[config.mk]
export PLATFORM = sky130hd
export DESIGN_NAME = csum_top
export DESIGN_NICKNAME = d
export VERILOG_FILES = /design/src/logic/csum_pkg.sv /design/src/logic/sample_fifo.sv /design/src/logic/accum_pipe.sv /design/src/logic/csum_engine.sv /design/src/logic/csum_apb_regs.sv /design/src/logic/csum_top.sv
export SDC_FILE = /design/constraint.sdc
export NUM_CORES = 1
export LEC_CHECK = 0
export BUFFER_PORTS_ARGS = -buffer_cell sky130_fd_sc_hd__buf_2
export CORE_MARGIN = 1.5
export CORE_UTILIZATION = 61
export DETAILED_ROUTE_END_ITERATION = 6
export PLACE_DENSITY = 0.86
export SYNTH_ARGS = -nofsm -noshare
export SYNTH_HDL_FRONTEND = slang
export SYNTH_HIERARCHICAL = 1
export SYNTH_SLANG_ARGS = --single-unit
[constraint.sdc]
create_clock -name clk -period 8.6 [get_ports clk]
set_clock_uncertainty 0.05 [all_clocks]
set_input_delay 0 -clock clk [delete_from_list [all_inputs] [get_ports clk]]
set_output_delay 0 -clock clk [all_outputs]
set_load 0.03 [all_outputs]
[src/logic/csum_pkg.sv]
`default_nettype none

package csum_pkg;

    typedef logic [15:0] word_t;

    // one record per block, fits a single APB read word
    typedef struct packed {
        logic [7:0] seq;    // block number, wraps
        logic [7:0] kernel;
        word_t      sum;    // modulo 2^16
    } csum_rec_t;

    typedef struct packed {
        logic        psel;
        logic        penable;
        logic        pwrite;
        logic [3:0]  paddr;
        logic [31:0] pwdata;
    } apb_req_t;

    typedef struct packed {
        logic [31:0] prdata;
        logic        pready;
        logic        pslverr;
    } apb_rsp_t;

    localparam logic [3:0] ADDR_CTRL    = 4'h0;
    localparam logic [3:0] ADDR_STATUS  = 4'h4;
    localparam logic [3:0] ADDR_RESULT  = 4'h8;
    localparam logic [7:0] KERNEL_RESET = 8'd4;

endpackage

`default_nettype wire

[src/logic/sample_fifo.sv]
`timescale 1ns/1ps
`default_nettype none

module sample_fifo #(
    parameter type payload_t = logic [15:0],
    parameter int  DEPTH     = 16,
    localparam int LEVEL_W   = $clog2(DEPTH + 1)
) (
    input  wire                 clk,
    input  wire                 rst,
    input  wire                 push,
    input  wire payload_t       push_data,
    output logic                full,
    input  wire                 pop,
    output payload_t            pop_data,
    output logic                empty,
    output logic [LEVEL_W-1:0]  level
);

    localparam int PTR_W = (DEPTH > 1) ? $clog2(DEPTH) : 1;

    payload_t           mem [DEPTH];
    logic [PTR_W-1:0]   wr_ptr;
    logic [PTR_W-1:0]   rd_ptr;
    logic [LEVEL_W-1:0] count;
    logic               do_push;
    logic               do_pop;

    function automatic logic [PTR_W-1:0] next_ptr(input logic [PTR_W-1:0] p);
        if (p == PTR_W'(DEPTH - 1)) begin
            next_ptr = '0;  // depth need not be a power of two
        end else begin
            next_ptr = p + PTR_W'(1);
        end
    endfunction

    assign do_push  = push && !full;
    assign do_pop   = pop && !empty;
    assign full     = (count == LEVEL_W'(DEPTH));
    assign empty    = (count == '0);
    assign level    = count;
    assign pop_data = mem[rd_ptr];  // first word falls through

    always_ff @(posedge clk or posedge rst) begin
        if (rst) begin
            wr_ptr <= '0;
            rd_ptr <= '0;
            count  <= '0;
        end else begin
            if (do_push) wr_ptr <= next_ptr(wr_ptr);
            if (do_pop) rd_ptr <= next_ptr(rd_ptr);
            case ({do_push, do_pop})
                2'b10:   count <= count + LEVEL_W'(1);
                2'b01:   count <= count - LEVEL_W'(1);
                default: count <= count;  // both or neither
            endcase
        end
    end

    always_ff @(posedge clk) begin
        if (do_push) mem[wr_ptr] <= push_data;
    end

    a_no_overflow: assert property (@(posedge clk) disable iff (rst) !(push && full));
    a_no_underflow: assert property (@(posedge clk) disable iff (rst) !(pop && empty));

endmodule

`default_nettype wire

[src/logic/accum_pipe.sv]
`timescale 1ns/1ps
`default_nettype none

module accum_pipe (
    input  wire                 clk,
    input  wire                 rst,
    input  wire                 op_valid,
    input  wire csum_pkg::word_t operand_a,
    input  wire csum_pkg::word_t operand_b,
    output logic                op_accept,
    output csum_pkg::word_t     result,
    output logic                result_rdy
);

    csum_pkg::word_t s1_a;
    csum_pkg::word_t s1_b;
    logic            s1_valid;

    assign op_accept = 1'b1;  // no stall condition

    //////////////////////////////////////////////////
    // stage 1 operand capture, stage 2 sum
    //////////////////////////////////////////////////
    always_ff @(posedge clk or posedge rst) begin
        if (rst) begin
            s1_valid   <= 1'b0;
            result_rdy <= 1'b0;
        end else begin
            s1_valid   <= op_valid;
            result_rdy <= s1_valid;
        end
    end

    always_ff @(posedge clk) begin
        if (op_valid) begin
            s1_a <= operand_a;
            s1_b <= operand_b;
        end
        if (s1_valid) result <= s1_a + s1_b;  // carry out dropped
    end

endmodule

`default_nettype wire

[src/logic/csum_engine.sv]
`timescale 1ns/1ps
`default_nettype none

module csum_engine (
    input  wire                     clk,
    input  wire                     rst,
    input  wire [7:0]               kernel_size,
    input  wire csum_pkg::word_t    sample_data,
    input  wire                     sample_empty,
    output logic                    sample_pop,
    output logic                    acc_valid,
    output csum_pkg::word_t         acc_a,
    output csum_pkg::word_t         acc_b,
    input  wire csum_pkg::word_t    acc_result,
    input  wire                     acc_rdy,
    input  wire                     rec_full,
    output logic                    rec_push,
    output csum_pkg::csum_rec_t     rec_data
);

    typedef enum logic [1:0] {
        ST_IDLE,
        ST_BUSY,
        ST_FLUSH
    } state_t;

    state_t          state;
    logic [7:0]      kernel_q;
    logic [7:0]      count;     // samples issued in this block
    logic            pending;   // one addition in flight
    logic [7:0]      seq_q;
    csum_pkg::word_t sum_q;

    //////////////////////////////////////////////////
    // sample pop and accumulator feed
    //////////////////////////////////////////////////
    assign sample_pop = (state == ST_BUSY) && !pending && !sample_empty
                        && (count != kernel_q);
    assign acc_valid  = sample_pop;
    assign acc_a      = (count == 8'd0) ? '0 : sum_q;  // first sample starts from zero
    assign acc_b      = sample_data;

    assign rec_push = (state == ST_FLUSH) && !rec_full;

    always_comb begin
        rec_data.seq    = seq_q;
        rec_data.kernel = kernel_q;
        rec_data.sum    = sum_q;
    end

    //////////////////////////////////////////////////
    // block sequencing
    //////////////////////////////////////////////////
    always_ff @(posedge clk or posedge rst) begin
        if (rst) begin
            state    <= ST_IDLE;
            kernel_q <= csum_pkg::KERNEL_RESET;
            count    <= 8'd0;
            pending  <= 1'b0;
            seq_q    <= 8'd0;
        end else begin
            case (state)
                ST_IDLE: begin
                    if (!sample_empty) begin
                        kernel_q <= kernel_size;  // held for the whole block
                        count    <= 8'd0;
                        state    <= ST_BUSY;
                    end
                end
                ST_BUSY: begin
                    if (sample_pop) begin
                        count   <= count + 8'd1;
                        pending <= 1'b1;
                    end
                    if (acc_rdy) begin
                        pending <= 1'b0;
                        if (count == kernel_q) state <= ST_FLUSH;
                    end
                end
                ST_FLUSH: begin
                    // wait here while the result FIFO is full
                    if (rec_push) begin
                        seq_q <= seq_q + 8'd1;
                        state <= ST_IDLE;
                    end
                end
                default: state <= ST_IDLE;
            endcase
        end
    end

    always_ff @(posedge clk) begin
        if (acc_rdy) sum_q <= acc_result;  // partial sum
    end

    a_kernel_nonzero: assert property (@(posedge clk) disable iff (rst)
        (state != ST_IDLE) |-> (kernel_q != 8'd0));

endmodule

`default_nettype wire

[src/logic/csum_apb_regs.sv]
`timescale 1ns/1ps
`default_nettype none

module csum_apb_regs (
    input  wire                         clk,
    input  wire                         rst,
    input  wire csum_pkg::apb_req_t     apb_req,
    output csum_pkg::apb_rsp_t          apb_rsp,
    output logic [7:0]                  kernel_size,
    input  wire [7:0]                   sample_level,
    input  wire [7:0]                   rec_level,
    input  wire csum_pkg::csum_rec_t    rec_data,
    input  wire                         rec_empty,
    output logic                        rec_pop
);

    logic       access;
    logic       wr;
    logic       rd;
    logic [7:0] kernel_q;

    assign access      = apb_req.psel && apb_req.penable;
    assign wr          = access && apb_req.pwrite;
    assign rd          = access && !apb_req.pwrite;
    assign kernel_size = kernel_q;

    // pop in the same cycle the record is returned
    assign rec_pop = rd && (apb_req.paddr == csum_pkg::ADDR_RESULT) && !rec_empty;

    always_ff @(posedge clk or posedge rst) begin
        if (rst) begin
            kernel_q <= csum_pkg::KERNEL_RESET;
        end else if (wr && apb_req.paddr == csum_pkg::ADDR_CTRL
                     && apb_req.pwdata[7:0] != 8'd0) begin
            kernel_q <= apb_req.pwdata[7:0];
        end
    end

    //////////////////////////////////////////////////
    // read data and error response
    //////////////////////////////////////////////////
    always_comb begin
        apb_rsp.prdata  = 32'h0;
        apb_rsp.pready  = 1'b1;  // no wait states
        apb_rsp.pslverr = 1'b0;
        if (access) begin
            case (apb_req.paddr)
                csum_pkg::ADDR_CTRL: begin
                    if (apb_req.pwrite) apb_rsp.pslverr = (apb_req.pwdata[7:0] == 8'd0);
                    else apb_rsp.prdata = {24'h0, kernel_q};
                end
                csum_pkg::ADDR_STATUS: begin
                    if (apb_req.pwrite) apb_rsp.pslverr = 1'b1;  // read only
                    else apb_rsp.prdata = {16'h0, rec_level, sample_level};
                end
                csum_pkg::ADDR_RESULT: begin
                    if (apb_req.pwrite || rec_empty) apb_rsp.pslverr = 1'b1;
                    else apb_rsp.prdata = rec_data;
                end
                default: apb_rsp.pslverr = 1'b1;
            endcase
        end
    end

    // a pop must follow a setup phase on the previous edge
    a_pop_in_access: assert property (@(posedge clk) disable iff (rst)
        rec_pop |-> $past(apb_req.psel && !apb_req.penable));

endmodule

`default_nettype wire

[src/logic/csum_top.sv]
`timescale 1ns/1ps
`default_nettype none

module csum_top #(
    parameter int SAMPLE_DEPTH = 16,
    parameter int RESULT_DEPTH = 4
) (
    input  wire                     clk,
    input  wire                     rst,
    input  wire                     in_valid,
    input  wire csum_pkg::word_t    in_data,
    output logic                    in_ready,
    input  wire csum_pkg::apb_req_t apb_req,
    output csum_pkg::apb_rsp_t      apb_rsp
);

    localparam int SAMPLE_LW = $clog2(SAMPLE_DEPTH + 1);
    localparam int RESULT_LW = $clog2(RESULT_DEPTH + 1);

    logic                   sample_full;
    logic                   sample_pop;
    logic                   sample_empty;
    csum_pkg::word_t        sample_data;
    logic [SAMPLE_LW-1:0]   sample_level;

    logic                   rec_push;
    csum_pkg::csum_rec_t    rec_in;
    logic                   rec_full;
    logic                   rec_pop;
    csum_pkg::csum_rec_t    rec_out;
    logic                   rec_empty;
    logic [RESULT_LW-1:0]   rec_level;

    logic                   acc_valid;
    csum_pkg::word_t        acc_a;
    csum_pkg::word_t        acc_b;
    csum_pkg::word_t        acc_result;
    logic                   acc_rdy;
    logic [7:0]             kernel_size;

    assign in_ready = !sample_full;

    sample_fifo #(.payload_t(csum_pkg::word_t), .DEPTH(SAMPLE_DEPTH)) i_sample_fifo (
        .clk(clk), .rst(rst),
        .push(in_valid && in_ready), .push_data(in_data), .full(sample_full),
        .pop(sample_pop), .pop_data(sample_data), .empty(sample_empty),
        .level(sample_level)
    );

    sample_fifo #(.payload_t(csum_pkg::csum_rec_t), .DEPTH(RESULT_DEPTH)) i_result_fifo (
        .clk(clk), .rst(rst),
        .push(rec_push), .push_data(rec_in), .full(rec_full),
        .pop(rec_pop), .pop_data(rec_out), .empty(rec_empty),
        .level(rec_level)
    );

    accum_pipe i_accum_pipe (
        .clk(clk), .rst(rst),
        .op_valid(acc_valid), .operand_a(acc_a), .operand_b(acc_b),
        .op_accept(), .result(acc_result), .result_rdy(acc_rdy)
    );

    csum_engine i_csum_engine (
        .clk(clk), .rst(rst), .kernel_size(kernel_size),
        .sample_data(sample_data), .sample_empty(sample_empty), .sample_pop(sample_pop),
        .acc_valid(acc_valid), .acc_a(acc_a), .acc_b(acc_b),
        .acc_result(acc_result), .acc_rdy(acc_rdy),
        .rec_full(rec_full), .rec_push(rec_push), .rec_data(rec_in)
    );

    csum_apb_regs i_csum_apb_regs (
        .clk(clk), .rst(rst), .apb_req(apb_req), .apb_rsp(apb_rsp),
        .kernel_size(kernel_size),
        .sample_level(8'(sample_level)), .rec_level(8'(rec_level)),  // widen to 8 bits
        .rec_data(rec_out), .rec_empty(rec_empty), .rec_pop(rec_pop)
    );

endmodule

`default_nettype wire

== After elaboration in Yosys (flattened, before gate mapping) ==
Memories as Yosys holds them, arrays and structs flattened. A register that Yosys moved wholly into a read port is not among the register bits.
Cells that the tools add are included.
Widths: inputs -> output; s select.
Cells by class
  $add $sub $neg: 11
  eq/ne operators: 21
  muxes and demuxes: 30
  bitwise logic cells: 1
  reductions and logical operators: 39
Operators by type and width (count)
  $pmux 32 s3: 1
  $mux 32: 2
  $mux 8: 3
  $add 16x16->16: 1
  $add 8x1->8 const B: 2
  $logic_and 1x1->1: 16
  $logic_not 8->1: 2
  $pmux 8 s2: 1
  $eq 4x4->1 const B: 3
  $mux 2: 6
  $mux 11: 1
  $eq 2x2->1 const B: 5
  $mux 1: 10
  $ne 2x2->1 const B: 5
  $pmux 5 s2: 1
  $add 4x1->4 const B: 2
  $eq 8x8->1: 1
  $mux 4: 2
  $ne 8x8->1: 1
  $reduce_bool 2->1: 4
  $reduce_bool 8->1: 1
  $eq 2x1->1 const B: 3
  $logic_not 1->1: 6
  $pmux 2 s3: 1
  19 further kinds: 22
Word-level totals
  bits in registers: 105
  memory bits (writable): 384
  input bits: 58
  word-level logic and storage cells: 121
  memories kept: 2
Memories
  i_sample_fifo.mem: depth 16, width 16, rd ports 1, clocked after Yosys merged registers in 1, wr ports 1, RTL line sample_fifo.sv:22  | payload_t mem [DEPTH];
  i_result_fifo.mem: depth 4, width 32, rd ports 1, clocked after Yosys merged registers in 0, wr ports 1, RTL line sample_fifo.sv:22

== Logic depth before layout (Yosys ltp) ==
  depth after elaboration: 7
  depth in mapped cells: 14
  gate-level depth less buffers: 12

== Modules after synthesis ==
The synthesis kept the hierarchy.
Modules (own cells, without submodules)
  sample_fifo (i_sample_fifo): instances 1, cells an instance 569, area an instance 10762.8 um2, seq. area each 8012.7 um2
  sample_fifo (i_result_fifo): instances 1, cells an instance 209, area an instance 5119.9 um2, seq. area each 4018.9 um2
  accum_pipe: instances 1, cells an instance 165, area an instance 2333.5 um2, seq. area each 1491.4 um2
  csum_engine: instances 1, cells an instance 173, area an instance 2117.0 um2, seq. area each 1157.4 um2
  csum_apb_regs: instances 1, cells an instance 121, area an instance 913.4 um2, seq. area each 201.4 um2
  csum_top: instances 1, cells an instance 3, area an instance 13.8 um2, seq. area each 0.0 um2

== Least setup slack after synthesis ==
Ideal clock, no wire load.
  kind: reg2reg
  from: register i_sample_fifo.count[0] (netlist: i_sample_fifo/level[0])
  to: register i_sample_fifo.count[4] (netlist: i_sample_fifo/level[4])
  arrival: 4.061 ns
  setup slack: 4.363 ns
  stages on the path, launching flop included: 14
  period minus slack after synthesis: 4.237 ns
  path through: dfrtp_1 or4_4 nor2_1 or2_1 nor4_4 buf_4 o21ai_4 inv_2 ha_1 ha_1 a21o_1 a2111oi_0 a31oi_1 a311o_1
On the way
  word-level cells in the longest chain between the ends: 7
RTL lines
  start: declaration: RTL line sample_fifo.sv:25  | logic [LEVEL_W-1:0] count;
  start signal: assignment: RTL line sample_fifo.sv:53  | 2'b10: count <= count + LEVEL_W'(1);
  start signal: assignment: RTL line sample_fifo.sv:54  | 2'b01: count <= count - LEVEL_W'(1);
  start signal: assignment: RTL line sample_fifo.sv:55  | default: count <= count;
  $logic_not 5->1 (*): RTL line sample_fifo.sv:40  | assign empty = (count == '0);
  via sample_empty: RTL line csum_top.sv:22  | logic sample_empty;
  $logic_not 1->1 (*): RTL line csum_engine.sv:37  | assign sample_pop = (state == ST_BUSY) && !pending && !sample_empty
  $logic_and 1x1->1 (*): RTL line csum_engine.sv:37
  $logic_and 1x1->1 (*): RTL line csum_engine.sv:38  | && (count != kernel_q);
  via acc_valid: RTL line csum_top.sv:34  | logic acc_valid;
  $logic_and 1x1->1 (*): RTL line sample_fifo.sv:38  | assign do_pop = pop && !empty;
  via i_sample_fifo.do_pop: RTL line sample_fifo.sv:27  | logic do_pop;
  $eq 2x1->1 / $eq 2x2->1 (equally long branches): RTL line sample_fifo.sv:52  | case ({do_push, do_pop})
  $pmux 5 s2 / $reduce_bool 2->1 (equally long branches)
Mark *: on every way through the listed nets, which the timed path passes. The rest lies on a longest branch.
A chain may end at the register's enable or synchronous reset.

== Worst setup path after layout ==
Ends and elaborated chain as after synthesis.

==> impl_metrics.ini <==
[status]
outcome = completed

[setup_path]
r2r-end = i_sample_fifo/level[4]$_DFFE_PP0P_
cp_cell_sequence = or4_4 -> nor2_1 -> or2_1 -> nor4_4 -> buf_4 -> o21ai_4 -> inv_2 -> ha_1 -> fa_1 -> a21o_1 -> a2111oi_0 -> a31oi_1 -> a311o_1
worstRegToRegCells = 13
ff2ff_setup_slack_ns = 4.31
cp_slowest_cell = or4_4
crit_arrival_ns = 4.70
rr_startpoint = i_sample_fifo/level[0]$_DFFE_PP0P_
startpoint_type = flip-flop
cp.required_ns = 9.01
path_max_fanout = 38
max_stage_delay_ns = 0.60
path_class = flip-flop to flip-flop
endpoint_kind = flip-flop

[final_layout]
final_nets = 1439
area_growth_pct = 12.7
drive_above_1_share_pct = 20.9
antenna_cells = 0

[floorplan]
pin_count = 93
dieHeight_um = 190
core-area_mm2 = 0.0345
fp-row-count = 68
start_util_pct = 61.7
fp.dieW_um = 190
die_area_mm2 = 0.0360

[clock_tree]
cts-root-buf = clkbuf_16
clk_pin_slew_ns = 0.07
post-cts-setup-buffer-count = 0
tritoncts = built
cts_max_level = 2
clk_latency_ns = 0.57
cts_resized = 0
cts_buffer_depth = 3
cts.sinks = 505
hold_buffers = 34
cts_buffers = 48

[placement]
dpl.hpwl_um = 25200
port_buffers = 67
dp_slack_ns = 4.38
place.gp.congestion = 0.877

[detailed_routing]
viasPerCell = 6.31
post_drt_wl_per_cell_um = 23.5
drt_iter0_drc = 1107
drcViolationCount = 0
drt-total-wl_um = 43300
ant_nets = 0
drtPass1Iterations = 5
vias = 11600

[sta]
layout_setup_ws_ns = 4.31
fmaxAchievable_ghz = 0.233
worst_pin_slew_ns = 1.28
setup_tns_ns = 0
slew_violations = 0
setup_violations = 0
rsz0062_at_grt = no
slew_headroom_pct = 13.9
report.final.hold_viol_count = 0
period_share_pct = 49.9
period_needed_ns = 4.29

[global_routing]
grt_start_max_net_pins = 42
grt_pass1_vias = 11700
overflow = 0
grt.total_usage_pct = 24.5
grt_pass1_wl_um = 66200
antenna_found_initial = 0

[synthesis]
syn_area_mm2 = 0.0212
yosysWarnings = 6
syn_avg_cell_area_um2 = 17.2
syn-instance-count = 1238

[pwr]
leakage_uw = 0.00847
irDropWorstVdd_mv = 0.260
p_per_area_mw_per_mm2 = 342

[run]
maxCapViolCount = 0

[min_path]
hp-class = primary input to asynchronous set/reset pin
flip-flops by register name, summed over array words and instances (netlist names):
| signal | count |
|---|---|
| i_csum_engine/kernel_q | 8 |
| i_sample_fifo/level | 5 |
| i_csum_engine/pending | 1 |
| i_sample_fifo/rd_ptr | 4 |
| i_csum_engine/sum_q | 16 |
| i_result_fifo/wr_ptr | 2 |
| i_csum_engine/seq_q | 8 |
| i_result_fifo/rd_ptr | 2 |
| i_sample_fifo/mem | 256 |
| i_accum_pipe/s1_b | 16 |
| i_sample_fifo/wr_ptr | 4 |
| i_accum_pipe/result_rdy | 1 |
| i_csum_engine/count | 8 |
| i_accum_pipe/result | 16 |
| i_accum_pipe/s1_a | 16 |
| i_csum_apb_regs/kernel_size | 8 |
| i_result_fifo/mem | 128 |
| i_result_fifo/level | 3 |
| i_csum_engine/state | 2 |
| i_accum_pipe/s1_valid | 1 |
placed cells by master, fill, tap and decap left out, drive strengths merged, types with 5 or more instances in the layout:
master,instances
a21o,9
a21oi,30
a221oi,17
a22oi,16
a31oi,7
and2,39
buf,99
bufinv,9
clkbuf,53
clkinv,18
clkinvlp,5
conb,9
dfrtp,55
dlygate4sd3,34
edfxtp,448
ha,33
inv,32
mux2,27
mux2i,68
mux4,64
nand2,52
nand3,32
nand4,24
nor2,29
nor3,15
nor4,7
o211ai,23
o21ai,26
o311ai,5
or3,7
xnor2,25
xor2,9
report_power, final:
| part | switching (uW) | internal, uW | leakage [uW] |
|---|---|---|---|
| Combinational | 1330 | 988 | 0.00281 |
| Sequential | 328 | 3270 | 0.00482 |
| Clock | 918 | 1350 | 0.000835 |
cell type report:
class                           count  area [um2]
Sequential cell                   505       14900
Timing Repair Buffer              133         916
Inverter                           27         101
Clock buffer                       53        1260
Multi-Input combinational cell    630        5740
Tap cell                          455         569
Clock inverter                     37         470
Fill cell                        2027       10500
how the worst max path moves through the flow:
stage	start	endpoint	depth (start not counted)
floorplan	i_sample_fifo/level[0]$_DFFE_PP0P_	i_sample_fifo/level[4]$_DFFE_PP0P_	13
global placement	i_sample_fifo/level[0]$_DFFE_PP0P_	i_sample_fifo/level[4]$_DFFE_PP0P_	13
detailed placement	i_sample_fifo/level[0]$_DFFE_PP0P_	i_sample_fifo/level[4]$_DFFE_PP0P_	13
CTS	i_sample_fifo/level[0]$_DFFE_PP0P_	i_sample_fifo/level[4]$_DFFE_PP0P_	13
global route	i_sample_fifo/level[0]$_DFFE_PP0P_	i_sample_fifo/level[4]$_DFFE_PP0P_	13
finish	i_sample_fifo/level[0]$_DFFE_PP0P_	i_sample_fifo/level[4]$_DFFE_PP0P_	13
critical path: cells and delay by family, from the launching register on:
family,cells,cell delay (ns)
adders and majority gates,2,0.73
buffers and inverters,2,0.40
DFF,1,0.48
AOI/OAI and AO/OA,5,1.25
and+or+nand+nor,4,1.25
metal layers:
metal / global-route usage [%] / share of wire (%) / vias to the layer above
met5: 0 / 0 / -
met4: 7.97 / 2.6 / 0
met3: 4.10 / 7.3 / 93
met2: 43.9 / 53 / 606
met1: 30.5 / 37 / 5830
li1: - / - / 5087
per-stage QoR:
stage | utilization [%] | hold slack, ns | std cells | area (um2) | power (uW)
2_1_floorplan | - | -0.309 | 1245 | 21300 | 5470
3_3_place_gp | 63.5 | -0.123 | 1716 | 21900 | 5750
3_5_place_dp | 63.5 | -0.115 | 1716 | 21900 | 5890
4_1_cts | 69.5 | 0.0140 | 1840 | 23900 | 8210
5_1_grt | 69.5 | 0.0737 | 1840 | 23900 | 8550
6_report | 69.5 | 0.0293 | 1840 | 23900 | 8190
No activity file was read; power rests on OpenSTA's default activity.
